===== src/cpu_config.svh =====
/*
  core configuration macros
  word and register id widths, reset program counter,
  data memory depth in words and the NOP encoding
*/

`ifndef CpuConfigSvh
`define CpuConfigSvh

// datapath word width
`define DataWidth 32

`define RegIdWidth 5

// first fetch address after reset
`define PcReset 32'h0000_0000

`define DataMemWords 256

// addi x0, x0, 0
`define NopInst 32'h0000_0013

`endif


===== src/cpuPkg.sv =====
/*
  shared types of the core
  word, register id, opcode, ALU op and access width enums,
  control flag struct and the instruction word union
*/

`include "cpu_config.svh"

package cpuPkg;

  typedef logic [`DataWidth-1:0] Word;
  typedef logic [`RegIdWidth-1:0] RegId;

  // base opcodes handled by the decoder
  typedef enum logic [6:0] {
    opLui    = 7'b0110111,
    opAuipc  = 7'b0010111,
    opJal    = 7'b1101111,
    opJalr   = 7'b1100111,
    opBranch = 7'b1100011,
    opLoad   = 7'b0000011,
    opStore  = 7'b0100011,
    opImm    = 7'b0010011,
    opReg    = 7'b0110011,
    opSystem = 7'b1110011
  } Opcode;

  typedef enum logic [4:0] {
    aluAdd, aluSub, aluSll, aluSlt, aluSltu, aluXor, aluSrl, aluSra, aluOr, aluAnd,
    aluPassB, aluBeq, aluBne, aluBlt, aluBge, aluBltu, aluBgeu
  } AluOp;

  // encoding follows funct3[1:0] of loads and stores
  typedef enum logic [1:0] {
    memByte = 2'b00,
    memHalf = 2'b01,
    memWord = 2'b10
  } MemWidth;

  typedef struct packed {
    logic regWen;
    logic needImm;
    logic isLoad;
    logic memWen;
    logic isUnsigned;
    logic isBranch;
    logic isJal;
    logic isJalr;
    logic isAuipc;
    logic isEbreak;
    logic notImpl;
  } CtrlFlags;

  typedef struct packed {
    logic [6:0] funct7;
    RegId       rs2;
    RegId       rs1;
    logic [2:0] funct3;
    RegId       rd;
    Opcode      opcode;
  } RType;

  typedef struct packed {
    logic [11:0] imm;
    RegId        rs1;
    logic [2:0]  funct3;
    RegId        rd;
    Opcode       opcode;
  } IType;

  typedef struct packed {
    logic [6:0] immHi;
    RegId       rs2;
    RegId       rs1;
    logic [2:0] funct3;
    logic [4:0] immLo;
    Opcode      opcode;
  } SType;

  typedef struct packed {
    logic [19:0] imm;
    RegId        rd;
    Opcode       opcode;
  } UType;

  // one instruction word, several field layouts
  typedef union packed {
    RType rType;
    IType iType;
    SType sType;
    UType uType;
  } InstWord;

endpackage


===== src/registerFile.sv =====
/*
  integer register file
  32 x 32 bits, x0 reads as zero
  two combinational read ports, one write port on the rising edge
*/

`timescale 1ns/1ps

module registerFile import cpuPkg::*; (
  input logic clk,
  input logic reset,
  input RegId rs1,
  input RegId rs2,
  input RegId rd,
  input logic wen,
  input Word  wdata,
  output Word rdata1,
  output Word rdata2
);

  Word regs [32];

  always_ff @(posedge clk) begin
    if (reset) begin
      for (int i = 0; i < 32; i++) begin
        regs[i] <= '0;
      end
    end else if (wen && rd != '0) begin
      regs[rd] <= wdata;
    end
  end

  // no bypass, the writer has already left decode
  assign rdata1 = (rs1 == '0) ? '0 : regs[rs1];
  assign rdata2 = (rs2 == '0) ? '0 : regs[rs2];

endmodule

===== config.mk =====
export PLATFORM = sky130hd
export DESIGN_NAME = registerFile
export DESIGN_NICKNAME = d
export VERILOG_FILES = /design/src/cpuPkg.sv /design/src/registerFile.sv
export VERILOG_INCLUDE_DIRS = /design/src
export SDC_FILE = /design/constraint.sdc
export NUM_CORES = 2
export LEC_CHECK = 0
export ABC_AREA = 0
export BUFFER_PORTS_ARGS = -buffer_cell sky130_fd_sc_hd__buf_4
export CAP_MARGIN = 20
export CORE_MARGIN = 4
export CORE_UTILIZATION = 30
export CTS_CLUSTER_SIZE = 24
export DETAILED_ROUTE_END_ITERATION = 10
export GPL_TIMING_DRIVEN = 1
export HOLD_SLACK_MARGIN = 0.02
export PLACE_DENSITY = 0.47
export RECOVER_POWER = 100
export SKIP_CTS_REPAIR_TIMING = 1
export SYNTH_ARGS = -nofsm -noshare
export SYNTH_HDL_FRONTEND = slang
export SYNTH_SLANG_ARGS = --single-unit

===== constraint.sdc =====
create_clock -name clk -period 3.8 [get_ports clk]
set_input_delay 0.19 -clock clk [delete_from_list [all_inputs] [get_ports clk]]
set_output_delay 0.19 -clock clk [all_outputs]
set_load 0.005 [all_outputs]

==> out/metrics.yaml <==
status: "complete, but fails checks"
violations: "capacitance limit, slew limit"
io_pins: 114
die_h_um: 433
netlist_top_cells_area: "edfxtp_1, mux4_2, and2_1"
row_count: 155
synth_warnings: 0
synth_top_area_share_pct: 56.7
fp.dieW_um: 433
avgSynthCellArea_um2: 15.5
cp-start-kind: "input port"
grtUsageMet3_pct: 2.72
fmax_mhz: 274
ant_nets: 0
wl_per_cell_um: 33.1
routed-via-count: 32922
worstSetupEndpointType: "output port"
period_share_pct: 95.9
wirelength_um: 201000
grt_max_degree: 100
final_common_cell: "edfxtp_1"
drv_cap: 30
cts_tree: "yes"
busiest_layer: "met2"
tightest_slew_ns: 3.04
drtPass1Iterations: 5
relSlewSlack_pct: -103
rsz0062_at_grt: "no"
syn_inst: 3502
clock-sinks: 1024
seqCellArea_mm2: 0.0307
grt-ovfl-total: 0
fin_setup_tns_ns: 0
die_area_mm2: 0.188
synthToLayoutAreaGrowth_pct: 14.7
finalHoldViolCount: 0
grt_pass1_vias: 33994
power.leakage_uw: 0.0207
crit_path_max_fanout: 31
multi_input_area_mm2: 0.0220
synth_edf_count: 1024
power.density_mw_per_mm2: 450
initial_core_util_pct: 30.3
via_per_inst: 5.42
cts_buffer_depth: 3
period_minus_slack_ns: 3.64
antenna_found_initial: 16
p_total_uw: 28000
numCtsBuffers: 114
crit_type: "in -> out"
drc: 0
core-area_mm2: 0.179
setup_violations: 0
dp_hpwl_um: 122000
grt_pass1_wl_um: 278000
grt_util_all_layers_pct: 21.1
yosys.area.top_type: "edfxtp_1"
worstPathRequired_ns: 3.61
cp.arrival_ns: 3.45
synthArstFlopShare_pct: 0
cts_max_level: 3
final_cell_mix: "edfxtp_1, and2_1, mux4_2"
drt_iter0_drc: 3336
drive_gt1_share_pct: 26.7
synth.distinct_cells: 42
root_buffer: "clkbuf_16"
n_fill_cell: 17165
synth_area_mm2: 0.0543
hold_path.class: "in -> reg"
drv_slew: 852
port_buffers: 113
largest_register_ffs: 1024
ys_ff_latch: 1024
gp_congestion: 0.819
reg.largest.list: "regs (1024)"
met2_usage_pct: 35.0
regMostFlops: "regs"
met1_usage_pct: 28.7
nets: 3655
clk_pin_slew_ns: 0.06
seq_area_frac_synth_pct: 56.7
ir_worst_vdd_v: 0.000346
synth_ff_type: "edfxtp_1"
fin_util_pct: 34.7
## routing by layer
layer | vias up | wire, µm
met5 | - | 0
met4 | 0 | 7810
met3 | 299 | 10200
met2 | 1174 | 97000
met1 | 17672 | 85800
li1 | 13777 | -
## cell type report
type / instances / share of cell area [%]
repair buffers: 343 / 4.53
clock inverters: 78 / 1.08
multi-input cells: 2120 / 35.4
well taps: 2355 / 4.74
flip-flops and latches: 1024 / 49.4
clock buffers: 137 / 4.79
inverters: 2 / 0.0121
diodes: 11 / 0.0442
## critical path, cell delays in order
cell	delay [ns]
buf_6	0.39
clkbuf_2	1.03
mux4_2	0.42
a2111oi_0	0.89
nor3_1	0.22
buf_4	0.21
## where the power goes
| part | total, µW | internal (µW) | switching (µW) |
|---|---|---|---|
| Clock | 11100 | 6300 | 4830 |
| Combinational | 3450 | 1490 | 1970 |
| Sequential | 13400 | 13100 | 338 |
| Total | 28000 | 20900 | 7140 |
## worst paths after layout
path | start | endpoint | slack [ns] | depth (start not counted)
worst max-delay path | rs2[1] | rdata2[23] | 0.16 | 6
worst min-delay path | wdata[23] | regs[17][23]$_SDFFCE_PN0P_ | 0.04 | 2
## metrics by stage
step / hold WS (ns) / setup slack [ns] / cell area, µm² / cells
2_1_floorplan: 0.388 / 1.69 / 54400 / 3533
3_3_place_gp: 0.758 / 0.573 / 58600 / 5812
3_5_place_dp: 0.757 / 0.515 / 58600 / 5813
4_1_cts: -0.0574 / 0.398 / 62200 / 6028
5_1_grt: 0.0105 / 0.196 / 62200 / 6063
6_report: 0.0431 / 0.155 / 62200 / 6070
## kinds of logic after synthesis
logic type	share of synthesized area [%]
AO/OA/AOI/OAI	3.65
buffers and inverters	3.35
flip-flops	56.7
multiplexers	23.0
other	0.00691
AND/OR/NAND/NOR	13.3
## cells in the mapped netlist, types with 2 or more instances
cell / number
mux4_2: 472
or3_1: 2
buf_1: 11
buf_4: 38
inv_1: 2
nor4b_1: 2
a221o_1: 2
a2111oi_0: 14
o22ai_1: 103
a22oi_1: 16
buf_6: 21
clkbuf_1: 271
nand3b_1: 5
nand2_1: 7
or2_2: 33
nor3_1: 54
buf_2: 46
edfxtp_1: 1024
nand3_1: 5
mux2_2: 30
a211oi_1: 7
and3_1: 3
nand2b_1: 5
and2_1: 995
o21ai_0: 4
nor4_1: 6
a21oi_1: 12
nand4bb_1: 2
mux2i_1: 150
a221oi_1: 4
a22o_1: 51
a2111oi_1: 41
nor2_1: 36
nor2b_1: 14
or3b_2: 4
a32o_1: 4
No activity file was read; power rests on OpenSTA's default activity.
