`src/cpu_config.svh`:
```
/*
  core configuration macros
  word and register id widths, reset program counter,
  data memory depth in words and the NOP encoding
*/

`ifndef CpuConfigSvh
`define CpuConfigSvh

// datapath word width
`define DataWidth 32

`define RegIdWidth 5

// first fetch address after reset
`define PcReset 32'h0000_0000

`define DataMemWords 256

// addi x0, x0, 0
`define NopInst 32'h0000_0013

`endif

```
`src/cpuPkg.sv`:
```
/*
  shared types of the core
  word, register id, opcode, ALU op and access width enums,
  control flag struct and the instruction word union
*/

`include "cpu_config.svh"

package cpuPkg;

  typedef logic [`DataWidth-1:0] Word;
  typedef logic [`RegIdWidth-1:0] RegId;

  // base opcodes handled by the decoder
  typedef enum logic [6:0] {
    opLui    = 7'b0110111,
    opAuipc  = 7'b0010111,
    opJal    = 7'b1101111,
    opJalr   = 7'b1100111,
    opBranch = 7'b1100011,
    opLoad   = 7'b0000011,
    opStore  = 7'b0100011,
    opImm    = 7'b0010011,
    opReg    = 7'b0110011,
    opSystem = 7'b1110011
  } Opcode;

  typedef enum logic [4:0] {
    aluAdd, aluSub, aluSll, aluSlt, aluSltu, aluXor, aluSrl, aluSra, aluOr, aluAnd,
    aluPassB, aluBeq, aluBne, aluBlt, aluBge, aluBltu, aluBgeu
  } AluOp;

  // encoding follows funct3[1:0] of loads and stores
  typedef enum logic [1:0] {
    memByte = 2'b00,
    memHalf = 2'b01,
    memWord = 2'b10
  } MemWidth;

  typedef struct packed {
    logic regWen;
    logic needImm;
    logic isLoad;
    logic memWen;
    logic isUnsigned;
    logic isBranch;
    logic isJal;
    logic isJalr;
    logic isAuipc;
    logic isEbreak;
    logic notImpl;
  } CtrlFlags;

  typedef struct packed {
    logic [6:0] funct7;
    RegId       rs2;
    RegId       rs1;
    logic [2:0] funct3;
    RegId       rd;
    Opcode      opcode;
  } RType;

  typedef struct packed {
    logic [11:0] imm;
    RegId        rs1;
    logic [2:0]  funct3;
    RegId        rd;
    Opcode       opcode;
  } IType;

  typedef struct packed {
    logic [6:0] immHi;
    RegId       rs2;
    RegId       rs1;
    logic [2:0] funct3;
    logic [4:0] immLo;
    Opcode      opcode;
  } SType;

  typedef struct packed {
    logic [19:0] imm;
    RegId        rd;
    Opcode       opcode;
  } UType;

  // one instruction word, several field layouts
  typedef union packed {
    RType rType;
    IType iType;
    SType sType;
    UType uType;
  } InstWord;

endpackage

```
`src/fetchUnit.sv`:
```
/*
  fetch stage
  program counter, next PC selection, redirect flush
  and the fetch/decode register, frozen while ebreak sits in decode
*/

`timescale 1ns/1ps

`include "cpu_config.svh"

module fetchUnit import cpuPkg::*; (
  input logic     clk,
  input logic     reset,
  input Word      inst,
  input CtrlFlags flags,
  input Word      aluResult,
  input Word      imm,
  output Word     pcIf,
  output Word     pcId,
  output Word     nextPc,
  output Word     instId,
  output logic    flushId
);

  logic isJump;
  logic branchTaken;
  Word  instIf;

  assign isJump = flags.isJal | flags.isJalr;
  assign branchTaken = flags.isBranch && (aluResult == Word'(1));
  assign flushId = isJump | branchTaken;

  // jump target from the ALU, bit 0 cleared for jal too
  always_comb begin
    if (isJump) begin
      nextPc = aluResult & ~Word'(1);
    end else if (branchTaken) begin
      nextPc = pcId + imm;
    end else begin
      nextPc = pcIf + Word'(4);
    end
  end

  // the slot fetched behind a redirect becomes a bubble
  assign instIf = flushId ? `NopInst : inst;

  always_ff @(posedge clk) begin
    if (reset) begin
      pcIf <= `PcReset;
      pcId <= `PcReset;
      instId <= `NopInst;
    end else if (!flags.isEbreak) begin
      pcIf <= nextPc;
      pcId <= pcIf;
      instId <= instIf;
    end
  end

endmodule

```
`config.mk`:
```
export PLATFORM = sky130hd
export DESIGN_NAME = fetchUnit
export DESIGN_NICKNAME = d
export VERILOG_FILES = /design/src/cpuPkg.sv /design/src/fetchUnit.sv
export VERILOG_INCLUDE_DIRS = /design/src
export SDC_FILE = /design/constraint.sdc
export NUM_CORES = 1
export LEC_CHECK = 0
export BUFFER_PORTS_ARGS = -buffer_cell sky130_fd_sc_hd__buf_2
export CAP_MARGIN = 20
export CORE_MARGIN = 4
export CORE_UTILIZATION = 50
export DETAILED_ROUTE_END_ITERATION = 7
export PLACE_DENSITY = 0.78
export SLEW_MARGIN = 20
export SYNTH_ARGS = -nofsm -noshare
export SYNTH_HDL_FRONTEND = slang
export SYNTH_SLANG_ARGS = --single-unit
```
`constraint.sdc`:
```
create_clock -name clk -period 3.2 [get_ports clk]
set_input_delay 0.16 -clock clk [delete_from_list [all_inputs] [get_ports clk]]
set_output_delay 0.16 -clock clk [all_outputs]
set_load 0.02 [all_outputs]
```
==> metrics.cfg <==
[status]
status=complete, but fails checks
violations=setup timing

[synthesis]
synth_fp_nets=997
ys_async_sr_fraction=0
synth_enable_flop_cells=0
syn_avg_cell_area_um2=7.75
netlist_area_um2=6630
yosysSeqAreaShare=0.290
synth-main-ff-cell=dfxtp_1
synth.yosys.warnings=0
synth_seq_cells=96
syn_inst=855
ys_types=75

[flow_run]
drv_cap=0

[floorplanning]
dieWidth_um=123
die_h_um=123
rows=41
die_area_um2=15200
start_util=0.519
core_um2=12800
io_pins=238

[clocking]
cts-root-buf=clkbuf_16
clk_pin_slew_ns=0.07
cts_buffer_depth=2
cts_max_level=3
cts_tree=yes
clk-insertion-delay-late_ns=0.35
cts-buffers-inserted=9
clkSinkCount=96

[sta]
max_freq_mhz=292
layout_setup_ws_ns=-0.228
skew_ns=0.00731
rsz0062_at_grt=yes
slew_headroom=0.470
report.final.slew_viol_count=0
finalCritPeriodShare=1.07
finalHoldViolCount=0
hold_ws_ns=0.0760
tns_ns=-0.919
worst_pin_slew_ns=0.794
period_needed_ns=3.43
setup_violations=6

[routing]
drt_wl_total_um=23100
final_antenna_net_count=0
drc=0
vias_per_cell=5.93
routedWlPerCell_um=18.5
drtPass1Iterations=5
drt_iter0_markers=800
vias=7415

[global_route]
use_met1=0.386
grt-ovfl-total=0
busiest_layer=met2
grtUsageTotal=0.300
first_global_vias=6876
grtUsageMet2=0.480
grtUsageMet3=0.0796
grt_first_pass_wirelength_um=35800
antenna_found_initial=1
grt_max_degree=66

[layout]
syn_to_final_growth_pct=28.1
layout.nets=1214
final_core_util=0.665
final_common_cell=buf_2
drive_above_1_share=0.299
num-fill-cells=1099
most-common-layout-cells=224 x buf_2, 120 x nor2_1, 95 x dfxtp_1
multi_input_area_um2=4570
register_area_um2=1920

[power_and_ir_drop]
p_leak_uw=0.00405
power.total_uw=3190
peakVddDrop_uv=278
power_density_nw_per_um2=376

[worst_setup_path]
crit_type=reg -> out
crit_arrival_ns=3.27
startpoint=pcId[0]
endpoint_kind=primary output
cp-start-kind=flop
cp_max_fo=4
critPathRequiredTime_ns=3.04
reg2reg_from=pcId[0]

[place]
dpl.hpwl_um=17100
portBuffers=230
gp_congestion=0.981

[worst_hold_path]
hp-class=in -> reg
worstHoldStart=inst[1]

## logic make-up after synthesis
family / after synthesis / synth area share
AO/OA/AOI/OAI: 211 / 0.208
XOR/XNOR: 47 / 0.0621
adder cells (fa/ha/maj): 33 / 0.0634
buffers and inverters: 72 / 0.0493
flip-flops: 96 / 0.290
multiplexers: 48 / 0.0742
AND/OR/NAND/NOR: 348 / 0.253
## what timing repair did
item | 4_1_cts | 5_1_grt
gates cloned | 0 | 0
endpoints found under the setup margin | 14 | 20
setup buffers | 1 | 6
pin swaps | 6 | 12
gates resized for setup | 21 | 32
hold buffers | 0 | 0
## cell type report
class	instances	share of cell area
flip-flops and latches	96	0.226
diodes	1	0.000295
well taps	172	0.0253
clock inverters	6	0.00810
inverters	16	0.00707
repair buffers	262	0.168
multi-input cells	687	0.538
clock buffers	10	0.0270
## path summary, 6_finish.rpt
| kind | endpoint | slack [ns] | cells past startpoint |
|---|---|---|---|
| setup / recovery | nextPc[30] | -0.23 | 11 |
| hold / removal | instId[1] | 0.08 | 3 |
| setup reg to reg | pcIf[30] | 0.11 | 11 |
| hold reg to reg | instId[11] | 0.49 | 2 |
## layer usage
metal	routed length [µm]	vias up
met2	10500	442
met1	9370	3366
met4	683	0
li1	-	3533
met5	0	-
met3	2530	74
## Yosys cell counts, types with 3 or more instances
cell       count  share of area
clkbuf_1      43          0.024
nor2_1       123          0.070
or2_2          3         0.0028
or3_1          3         0.0028
buf_2          5         0.0038
a21oi_1       81          0.061
nor3_1        11         0.0083
nand3_1       24          0.018
o32ai_1        4         0.0053
a31oi_1        7         0.0066
xnor2_1       29          0.038
and3_1        38          0.036
dfxtp_1       96           0.29
nor4b_1        3         0.0040
mux2i_1       45          0.068
and4_1         6         0.0079
a22oi_1        5         0.0057
a21o_1         9          0.010
inv_1         16         0.0091
o21bai_1       8         0.0091
buf_1          4         0.0023
o211ai_1       6         0.0068
nor4_1        14          0.013
o21ai_0       40          0.030
a211oi_1       5         0.0057
o21a_1         3         0.0034
nand4_1       24          0.023
o21ai_1        3         0.0023
ha_1          32          0.060
xor2_1        18          0.024
o2bb2ai_1      3         0.0040
a311oi_1       6         0.0079
nand2_1       86          0.049
## report_power, final
group          internal (µW)  switching [µW]  total [µW]  leakage, µW
logic                    297             485         782      0.00312
registers               1240            59.1        1300     0.000783
clock network            611             499        1110     0.000143
total                   2150            1040        3190      0.00405
## worst max-delay path: stages (launching register included)
cell      delay [ns]
dfxtp_2         0.34
ha_4            0.16
fa_2            0.35
a21o_4          0.23
a221oi_4        0.36
o41ai_2         0.10
a31o_2          0.26
a22o_4          0.24
a221oi_4        0.29
mux2_4          0.35
nor2_4          0.11
buf_6           0.12
## flip-flops by register name (all words and copies together), names as in the netlist
register,cells
pcIf,32
pcId,32
instId,32
## stage by stage
stage / worst slack (ns) / instances / area [µm²]
6_report: -0.228 / 1250 / 8490
5_1_grt: -0.337 / 1250 / 8490
4_1_cts: -0.207 / 1243 / 8320
3_5_place_dp: 0.0176 / 1226 / 7920
3_3_place_gp: 0.0427 / 1226 / 7920
2_1_floorplan: 0.00767 / 855 / 6630
No activity file was read; power rests on OpenSTA's default activity.
