## src/cpu_config.svh

```systemverilog
/*
  core configuration macros
  word and register id widths, reset program counter,
  data memory depth in words and the NOP encoding
*/

`ifndef CpuConfigSvh
`define CpuConfigSvh

// datapath word width
`define DataWidth 32

`define RegIdWidth 5

// first fetch address after reset
`define PcReset 32'h0000_0000

`define DataMemWords 256

// addi x0, x0, 0
`define NopInst 32'h0000_0013

`endif

```

## src/cpuPkg.sv

```systemverilog
/*
  shared types of the core
  word, register id, opcode, ALU op and access width enums,
  control flag struct and the instruction word union
*/

`include "cpu_config.svh"

package cpuPkg;

  typedef logic [`DataWidth-1:0] Word;
  typedef logic [`RegIdWidth-1:0] RegId;

  // base opcodes handled by the decoder
  typedef enum logic [6:0] {
    opLui    = 7'b0110111,
    opAuipc  = 7'b0010111,
    opJal    = 7'b1101111,
    opJalr   = 7'b1100111,
    opBranch = 7'b1100011,
    opLoad   = 7'b0000011,
    opStore  = 7'b0100011,
    opImm    = 7'b0010011,
    opReg    = 7'b0110011,
    opSystem = 7'b1110011
  } Opcode;

  typedef enum logic [4:0] {
    aluAdd, aluSub, aluSll, aluSlt, aluSltu, aluXor, aluSrl, aluSra, aluOr, aluAnd,
    aluPassB, aluBeq, aluBne, aluBlt, aluBge, aluBltu, aluBgeu
  } AluOp;

  // encoding follows funct3[1:0] of loads and stores
  typedef enum logic [1:0] {
    memByte = 2'b00,
    memHalf = 2'b01,
    memWord = 2'b10
  } MemWidth;

  typedef struct packed {
    logic regWen;
    logic needImm;
    logic isLoad;
    logic memWen;
    logic isUnsigned;
    logic isBranch;
    logic isJal;
    logic isJalr;
    logic isAuipc;
    logic isEbreak;
    logic notImpl;
  } CtrlFlags;

  typedef struct packed {
    logic [6:0] funct7;
    RegId       rs2;
    RegId       rs1;
    logic [2:0] funct3;
    RegId       rd;
    Opcode      opcode;
  } RType;

  typedef struct packed {
    logic [11:0] imm;
    RegId        rs1;
    logic [2:0]  funct3;
    RegId        rd;
    Opcode       opcode;
  } IType;

  typedef struct packed {
    logic [6:0] immHi;
    RegId       rs2;
    RegId       rs1;
    logic [2:0] funct3;
    logic [4:0] immLo;
    Opcode      opcode;
  } SType;

  typedef struct packed {
    logic [19:0] imm;
    RegId        rd;
    Opcode       opcode;
  } UType;

  // one instruction word, several field layouts
  typedef union packed {
    RType rType;
    IType iType;
    SType sType;
    UType uType;
  } InstWord;

endpackage

```

## src/alu.sv

```systemverilog
/*
  integer ALU
  add, sub, logic ops, shifts, set-less-than, pass of operand b
  and the six branch conditions as a 0 or 1 result
*/

`timescale 1ns/1ps

module alu import cpuPkg::*; (
  input AluOp op,
  input Word  a,
  input Word  b,
  output Word result
);

  logic [4:0] shamt;

  // only the low five bits shift
  assign shamt = b[4:0];

  always_comb begin
    case (op)
      aluAdd:   result = a + b;
      aluSub:   result = a - b;
      aluSll:   result = a << shamt;
      aluSlt:   result = Word'($signed(a) < $signed(b));
      aluSltu:  result = Word'(a < b);
      aluXor:   result = a ^ b;
      aluSrl:   result = a >> shamt;
      aluSra:   result = Word'($signed(a) >>> shamt);
      aluOr:    result = a | b;
      aluAnd:   result = a & b;
      aluPassB: result = b;
      aluBeq:   result = Word'(a == b);
      aluBne:   result = Word'(a != b);
      aluBlt:   result = Word'($signed(a) < $signed(b));
      aluBge:   result = Word'($signed(a) >= $signed(b));
      aluBltu:  result = Word'(a < b);
      aluBgeu:  result = Word'(a >= b);
      default:  result = '0;
    endcase
  end

endmodule

```

## config.mk

```make
export PLATFORM = sky130hd
export DESIGN_NAME = alu
export DESIGN_NICKNAME = d
export VERILOG_FILES = /design/src/cpuPkg.sv /design/src/alu.sv
export VERILOG_INCLUDE_DIRS = /design/src
export SDC_FILE = /design/constraint.sdc
export NUM_CORES = 1
export LEC_CHECK = 0
export BUFFER_PORTS_ARGS = -buffer_cell sky130_fd_sc_hd__buf_2
export CAP_MARGIN = 10
export CELL_PAD_IN_SITES_DETAIL_PLACEMENT = 1
export CELL_PAD_IN_SITES_GLOBAL_PLACEMENT = 1
export CORE_UTILIZATION = 25
export DETAILED_ROUTE_END_ITERATION = 6
export GPL_TIMING_DRIVEN = 1
export PLACE_DENSITY = 0.59
export SYNTH_ARGS = -nofsm -noshare
export SYNTH_HDL_FRONTEND = slang
export SYNTH_SLANG_ARGS = --single-unit
```

## constraint.sdc

```tcl
create_clock -name vclk -period 3.8
set_clock_uncertainty 0.05 [all_clocks]
set_input_delay 0.38 -clock vclk [all_inputs]
set_output_delay 0.38 -clock vclk [all_outputs]
set_load 0.01 [all_outputs]
```

==> results of run 1 <==
[cell usage in the layout (no fill, tap or decap), types with 13 or more instances in the layout]
master	n
buf_4	200
nor2_1	163
a21oi_1	106
buf_2	98
nand2_1	97
inv_1	94
ha_1	92
o21ai_0	77
mux4_2	51
mux2i_1	35
nand3_1	33
o211ai_1	30
nor3_1	28
o21ai_1	25
a21o_1	23
a22oi_1	22
a211oi_1	20
a221o_1	16
o31ai_1	15
nor2b_1	13
a211o_1	13
[routing by layer]
layer  vias to the layer above  track usage (%)  part of all wire, %
met5                         -                0                    0
met4                         0             6.24                  2.8
met3                        73             1.57                  7.3
met2                       548             44.1                   45
met1                      6244             39.1                   45
li1                       5523                -                    -
[final timing paths]
kind / start / endpoint / slack (ps) / cells after the start
max: a[0] / result[14] / 60 / 13
min: b[17] / result[17] / 1110 / 4
[tightest hold or removal path: stages]
cell and delay, ps:
buf_2 100, a22oi_1 80, nand4_1 90, buf_2 130
[cell usage after synthesis (all sizes together), types with 6 or more instances]
| library cell | count | area, um2 |
|---|---|---|
| a2111oi | 7 | 80.1 |
| a211o | 13 | 114 |
| a211oi | 24 | 185 |
| a21o | 23 | 173 |
| a21oi | 108 | 541 |
| a221o | 16 | 160 |
| a221oi | 10 | 87.6 |
| a222oi | 7 | 70.1 |
| a22oi | 23 | 173 |
| a31oi | 14 | 87.6 |
| and2 | 10 | 62.6 |
| buf | 30 | 170 |
| clkbuf | 81 | 304 |
| ha | 102 | 1280 |
| inv | 104 | 390 |
| mux2 | 14 | 158 |
| mux2i | 35 | 350 |
| mux4 | 55 | 1270 |
| nand2 | 97 | 364 |
| nand2b | 13 | 83.8 |
| nand3 | 33 | 165 |
| nor2 | 167 | 627 |
| nor2b | 14 | 87.6 |
| nor3 | 31 | 155 |
| nor4 | 15 | 100 |
| o2111ai | 14 | 123 |
| o211ai | 30 | 225 |
| o21a | 12 | 90.1 |
| o21ai | 107 | 536 |
| o21ba | 6 | 60.1 |
| o21bai | 11 | 82.6 |
| o221ai | 10 | 87.6 |
| o22ai | 8 | 50.1 |
| o31ai | 16 | 120 |
| o32ai | 6 | 52.6 |
| or2 | 6 | 37.5 |
[cell type report]
cell class,instances,area [um2]
Fill cell,4599,24600
Multi-Input combinational cell,1133,8920
Timing Repair Buffer,316,2300
Tap cell,468,586
Inverter,104,390
[kinds of logic after synthesis]
group	after synthesis	share of synthesized area, %
AOI/OAI and AO/OA	507	37.2
muxes	104	19.0
buffers and inverters	215	9.22
xor gates and xnor gates	3	0.280
and+or+nand+nor	415	20.3
adders and majority gates	104	14.0
[timing repair]
item                                   CTS  global route
buffers inserted                         1             3
setup endpoints to repair               16            17
pin swaps                                7            24
gates resized for setup                 17            67
endpoints found under the hold margin    0             0
[power breakdown]
| group | switching, mW | leakage (nW) | total, mW | internal (mW) |
|---|---|---|---|---|
| Combinational | 1.07 | 5.31 | 1.81 | 0.737 |
| Clock | 0 | 0 | 0 | 0 |
| Sequential | 0 | 0 | 0 | 0 |
[metrics by stage]
stage	TNS (ps)	setup WS [ps]	util, %	hold WS [ps]
after floorplan	-63.3	-63.3	-	867
after global placement	-2230	-309	32.0	1110
after detailed placement	-2250	-329	32.0	1110
after CTS	-21.1	-21.1	32.2	1110
after global routing	-4.98	-4.13	33.2	1130
final	0	64.5	33.2	1110
==> reports/qor.yml, run 1 <==
status:
  status: "finished clean"
logic_synthesis:
  synth.avg_cell_area_um2: 6.95
  ys_types: 86
  synth_cells: 1348
  syn-num-nets: 1521
  synth_seq_area_share_pct: 0
  yosysWarnings: 0
  syn_area_mm2: 0.00937
drt:
  via_count: 12400
  drtIter0Drc: 1319
  drt_first_pass_iters: 5
  routed_wl_mm: 53.1
  drc: 0
  vias_per_cell: 6.13
  avgRoutedWirePerCell_um: 26.3
  drt.antenna.violating_nets: 0
floorplanning:
  core.rowCount: 70
  start_util_pct: 25.5
  pin_count: 101
  die_y_um: 196
  coreArea_mm2: 0.0368
  design.die.area_mm2: 0.0383
  die_w_um: 196
sta:
  hold_viol: 0
  setup_violations: 0
  slew_violations: 0
  worst_pin_slew_ps: 919
  worst_slew_margin_rel_pct: 38.2
  period_needed_ps: 3740
  grt_setup_unrepaired: "yes"
  fmax_mhz: 268
  period_share_pct: 98.3
power_and_ir_drop:
  finalPower_mw: 1.81
  p_leak_nw: 5.31
  ir_worst_vdd_mv: 0.0534
  powerDensity_mw_per_mm2: 148
placement:
  io_buffers: 101
  placed_area_mm2: 0.0118
  gp_congestion: 0.999
  dp.cells: 2018
  hpwl_mm: 42.9
worst_setup_path:
  critPathRequiredTime_ps: 3370
  critPathSlowestCell: "fa_2"
  critPathTopFamily: "compound AO/OA/AOI/OAI gates"
  crit_fanout: 5
  cp_cell_sequence: "clkbuf_4 > ha_4 > fa_2 > a211oi_4 > o211ai_1 > a211oi_1 > buf_4 > o31ai_1 > a21oi_2 > nor2_1 > a211o_1 > a221o_1 > buf_2"
  critPathMaxStageDelay_ps: 420
  worstSetupPathType: "primary input to primary output"
  cp_num_buf_inv: 3
  cp-end-kind: "primary output"
  cp.arrival_ps: 3310
  cp-start-kind: "primary input"
layout:
  seq_cell_count: 0
  drive_gt1_share_pct: 29.4
  finalNonFillerCells: 2021
  diodes: 0
  clkbuf_count: 0
  design_area_mm2: 0.0122
  final_nets: 1728
  layout.area.seq_um2: 0
  area_growth_pct: 30.1
global_routing:
  gr-usage-all-layers_pct: 27.1
  antenna_found_initial: 0
  grt_pass1_vias: 12400
  grt_pass1_wl_mm: 80.0
  grt_overflow: 0
  grt_max_degree: 76
worst_hold_path:
  min_path_type: "primary input to primary output"
clocking:
  cts_hold_buf: 0
run:
  max_cap_violations: 0
(Power assumes the default switching activity.)
==> run 2: changes to the inputs <==
--- a/config.mk
+++ b/config.mk
@@ -6,6 +6,7 @@
 export SDC_FILE = /design/constraint.sdc
 export NUM_CORES = 1
 export LEC_CHECK = 0
+export ABC_AREA = 1
 export BUFFER_PORTS_ARGS = -buffer_cell sky130_fd_sc_hd__buf_2
 export CAP_MARGIN = 10
 export CELL_PAD_IN_SITES_DETAIL_PLACEMENT = 1
@@ -13,7 +14,7 @@
 export CORE_UTILIZATION = 25
 export DETAILED_ROUTE_END_ITERATION = 6
 export GPL_TIMING_DRIVEN = 1
-export PLACE_DENSITY = 0.59
+export PLACE_DENSITY = 0.63
 export SYNTH_ARGS = -nofsm -noshare
 export SYNTH_HDL_FRONTEND = slang
 export SYNTH_SLANG_ARGS = --single-unit
==> run 2 against run 1 <==
  * Final cell count is 27% higher
  * Largest cell class unchanged
  * Routed wire length is 14% higher
  * Critical endpoint is now result[0]
  * Flip-flop and latch count stayed put
  * Count of clock-buffer cells in the layout stayed put
  * Critical path type unchanged
==> reports/qor.yml, run 2 <==
sta:
  period_needed_ps: 3500  # was 3740 ps
  slew_violations: 0  # unchanged
  hold_viol: 0  # unchanged
  setup_tns_ps: 0  # unchanged
  fmax_mhz: 286  # was 268 MHz
  worst_slew_margin_rel_pct: 34.9  # was 38.2%
  worst_pin_slew_ps: 975  # was 919 ps
  whs_ps: 1250  # was 1110 ps
  setup_violations: 0  # unchanged
  setup_slack_ps: 303  # was 64.5 ps
  grt_setup_unrepaired: "no"  # was yes
  period_share_pct: 92.0  # was 98.3%
logic_synthesis:
  synthTopCellsByCount: "630 x nand2_1, 366 x nand3_1, 196 x nor2_1, 184 x inv_1, 117 x a21oi_1"  # was 167 x nor2_1, 108 x a21oi_1, 102 x ha_1, 97 x nand2_1, 95 x inv_1
  syn-num-nets: 2187  # was 1521
  synth.avg_cell_area_um2: 5.03  # was 6.95 um2
  synth_area_leader_cell: "nand2_1"  # was ha_1
  yosysWarnings: 0  # unchanged
  ys_types: 49  # was 86
  synth_cells: 2014  # was 1348
  synth_area_leaders: "nand2_1 23%, nand3_1 18%, ha_1 13%, nor2_1 7.3%, inv_1 6.8%"  # was ha_1 14%, mux4_2 11%, nor2_1 6.7%, a21oi_1 5.8%, o21ai_0 4.2%
  synth_seq_area_share_pct: 0  # unchanged
  synth_top_cell_area_share_pct: 23.4  # was 13.6%
  syn_area_mm2: 0.0101  # was 0.00937 mm2
  synth_most_common_cell: "nand2_1"  # was nor2_1
floorplanning:
  pin_count: 101  # unchanged
  design.die.area_mm2: 0.0413  # was 0.0383 mm2
  die_w_um: 203  # was 196 um
  core.rowCount: 73  # was 70
  start_util_pct: 25.4  # was 25.5%
  coreArea_mm2: 0.0398  # was 0.0368 mm2
  die_y_um: 203  # was 196 um
drt:
  drc: 0  # unchanged
  drt.antenna.violating_nets: 0  # unchanged
  drtIter0Drc: 1407  # was 1319
  drt_first_pass_iters: 5  # unchanged
  routed_wl_mm: 60.5  # was 53.1 mm
  vias_per_cell: 5.53  # was 6.13
  avgRoutedWirePerCell_um: 23.5  # was 26.3 um
  via_count: 14200  # was 12400
global_routing:
  grt_pass1_vias: 13900  # was 12400
  grt_max_degree: 73  # was 76
  grt_pass1_wl_mm: 89.5  # was 80.0 mm
  antenna_found_initial: 0  # unchanged
  gr-usage-all-layers_pct: 28.7  # was 27.1%
  grt_overflow: 0  # unchanged
worst_setup_path:
  critPathRequiredTime_ps: 3370  # about the same
  cp.arrival_ps: 3070  # was 3310 ps
  cp-start-kind: "primary input"  # unchanged
  worstSetupPathType: "primary input to primary output"  # unchanged
  cp-end-kind: "primary output"  # unchanged
  crit_fanout: 11  # was 5
layout:
  diodes: 0  # unchanged
  area_growth_pct: 8.38  # was 30.1%
  num-fill-cells: 5591  # was 4599
  layout.area.seq_um2: 0  # unchanged
  clkbuf_count: 0  # unchanged
  multi_input_area_mm2: 0.00876  # was 0.00892 mm2
  utilization_pct: 27.6  # was 33.2%
  final_nets: 2222  # was 1728
  final_cell_mix: "630 x nand2_1, 366 x nand3_1, 196 x nor2_1, 184 x inv_1, 117 x a21oi_1"  # was 200 x buf_4, 163 x nor2_1, 106 x a21oi_1, 98 x buf_2, 97 x nand2_1
  design_area_mm2: 0.0110  # was 0.0122 mm2
  layout_commonest_cell: "nand2_1"  # was buf_4
  finalNonFillerCells: 2572  # was 2021
  seq_cell_count: 0  # unchanged
  drive_gt1_share_pct: 9.33  # was 29.4%
clocking:
  cts_setup_buffers: 0  # was 1
  cts_hold_buf: 0  # unchanged
  cts_resized: 0  # was 17
worst_hold_path:
  min_path_type: "primary input to primary output"  # unchanged
placement:
  io_buffers: 101  # unchanged
  place_ws_ps: 360  # was -329 ps
  gp_congestion: 0.996  # was 0.999
  hpwl_mm: 50.8  # was 42.9 mm
  dp.cells: 2572  # was 2018
  placed_area_mm2: 0.0110  # was 0.0118 mm2
power_and_ir_drop:
  ir_worst_vdd_mv: 0.0495  # was 0.0534 mV
  powerDensity_mw_per_mm2: 139  # was 148 mW/mm2
  p_leak_nw: 5.80  # was 5.31 nW
  finalPower_mw: 1.52  # was 1.81 mW
run:
  max_cap_violations: 0  # unchanged
status:
  status: "finished clean"  # unchanged
run 2: cell type report:
cell class                      instances  area share (%)
Inverter                              212            7.41
Timing Repair Buffer                  126            6.77
Tap cell                              525            5.99
Multi-Input combinational cell       1709            79.8
run 2: logic make-up after synthesis:
kind of cell | share of synthesized area [%]
XOR/XNOR | 0.173
AO/OA/AOI/OAI | 17.7
AND/OR/NAND/NOR | 55.7
buffers and inverters | 13.5
adder cells (fa/ha/maj) | 13.0
run 2: worst paths after layout:
path / start / endpoint / slack [ps] / cells after the start
min: op[4] / result[0] / 1250 / 5
max: a[13] / result[0] / 300 / 14
run 2: power breakdown:
group | internal [mW] | switching (mW) | leakage, nW
registers | 0 | 0 | 0
logic | 0.416 | 1.10 | 5.80
clock network | 0 | 0 | 0
total | 0.416 | 1.10 | 5.80
run 2: per-layer routing:
layer	vias up	GRT usage (%)	share of wire, %
li1	6705	-	-
met1	6891	39.8	46
met2	539	46.6	44
met3	101	1.71	5.6
met4	0	9.88	4.3
met5	-	0	0
run 2: critical path, cell delays in order:
cell	delay, ps
buf_2	190
inv_1	160
ha_1	500
nor2_1	240
nand2_1	200
nor2_1	270
nand3_1	310
o21ai_1	220
nand2_1	70
nor2_1	80
nand3_1	100
nor2_1	100
nand3_1	90
buf_2	150
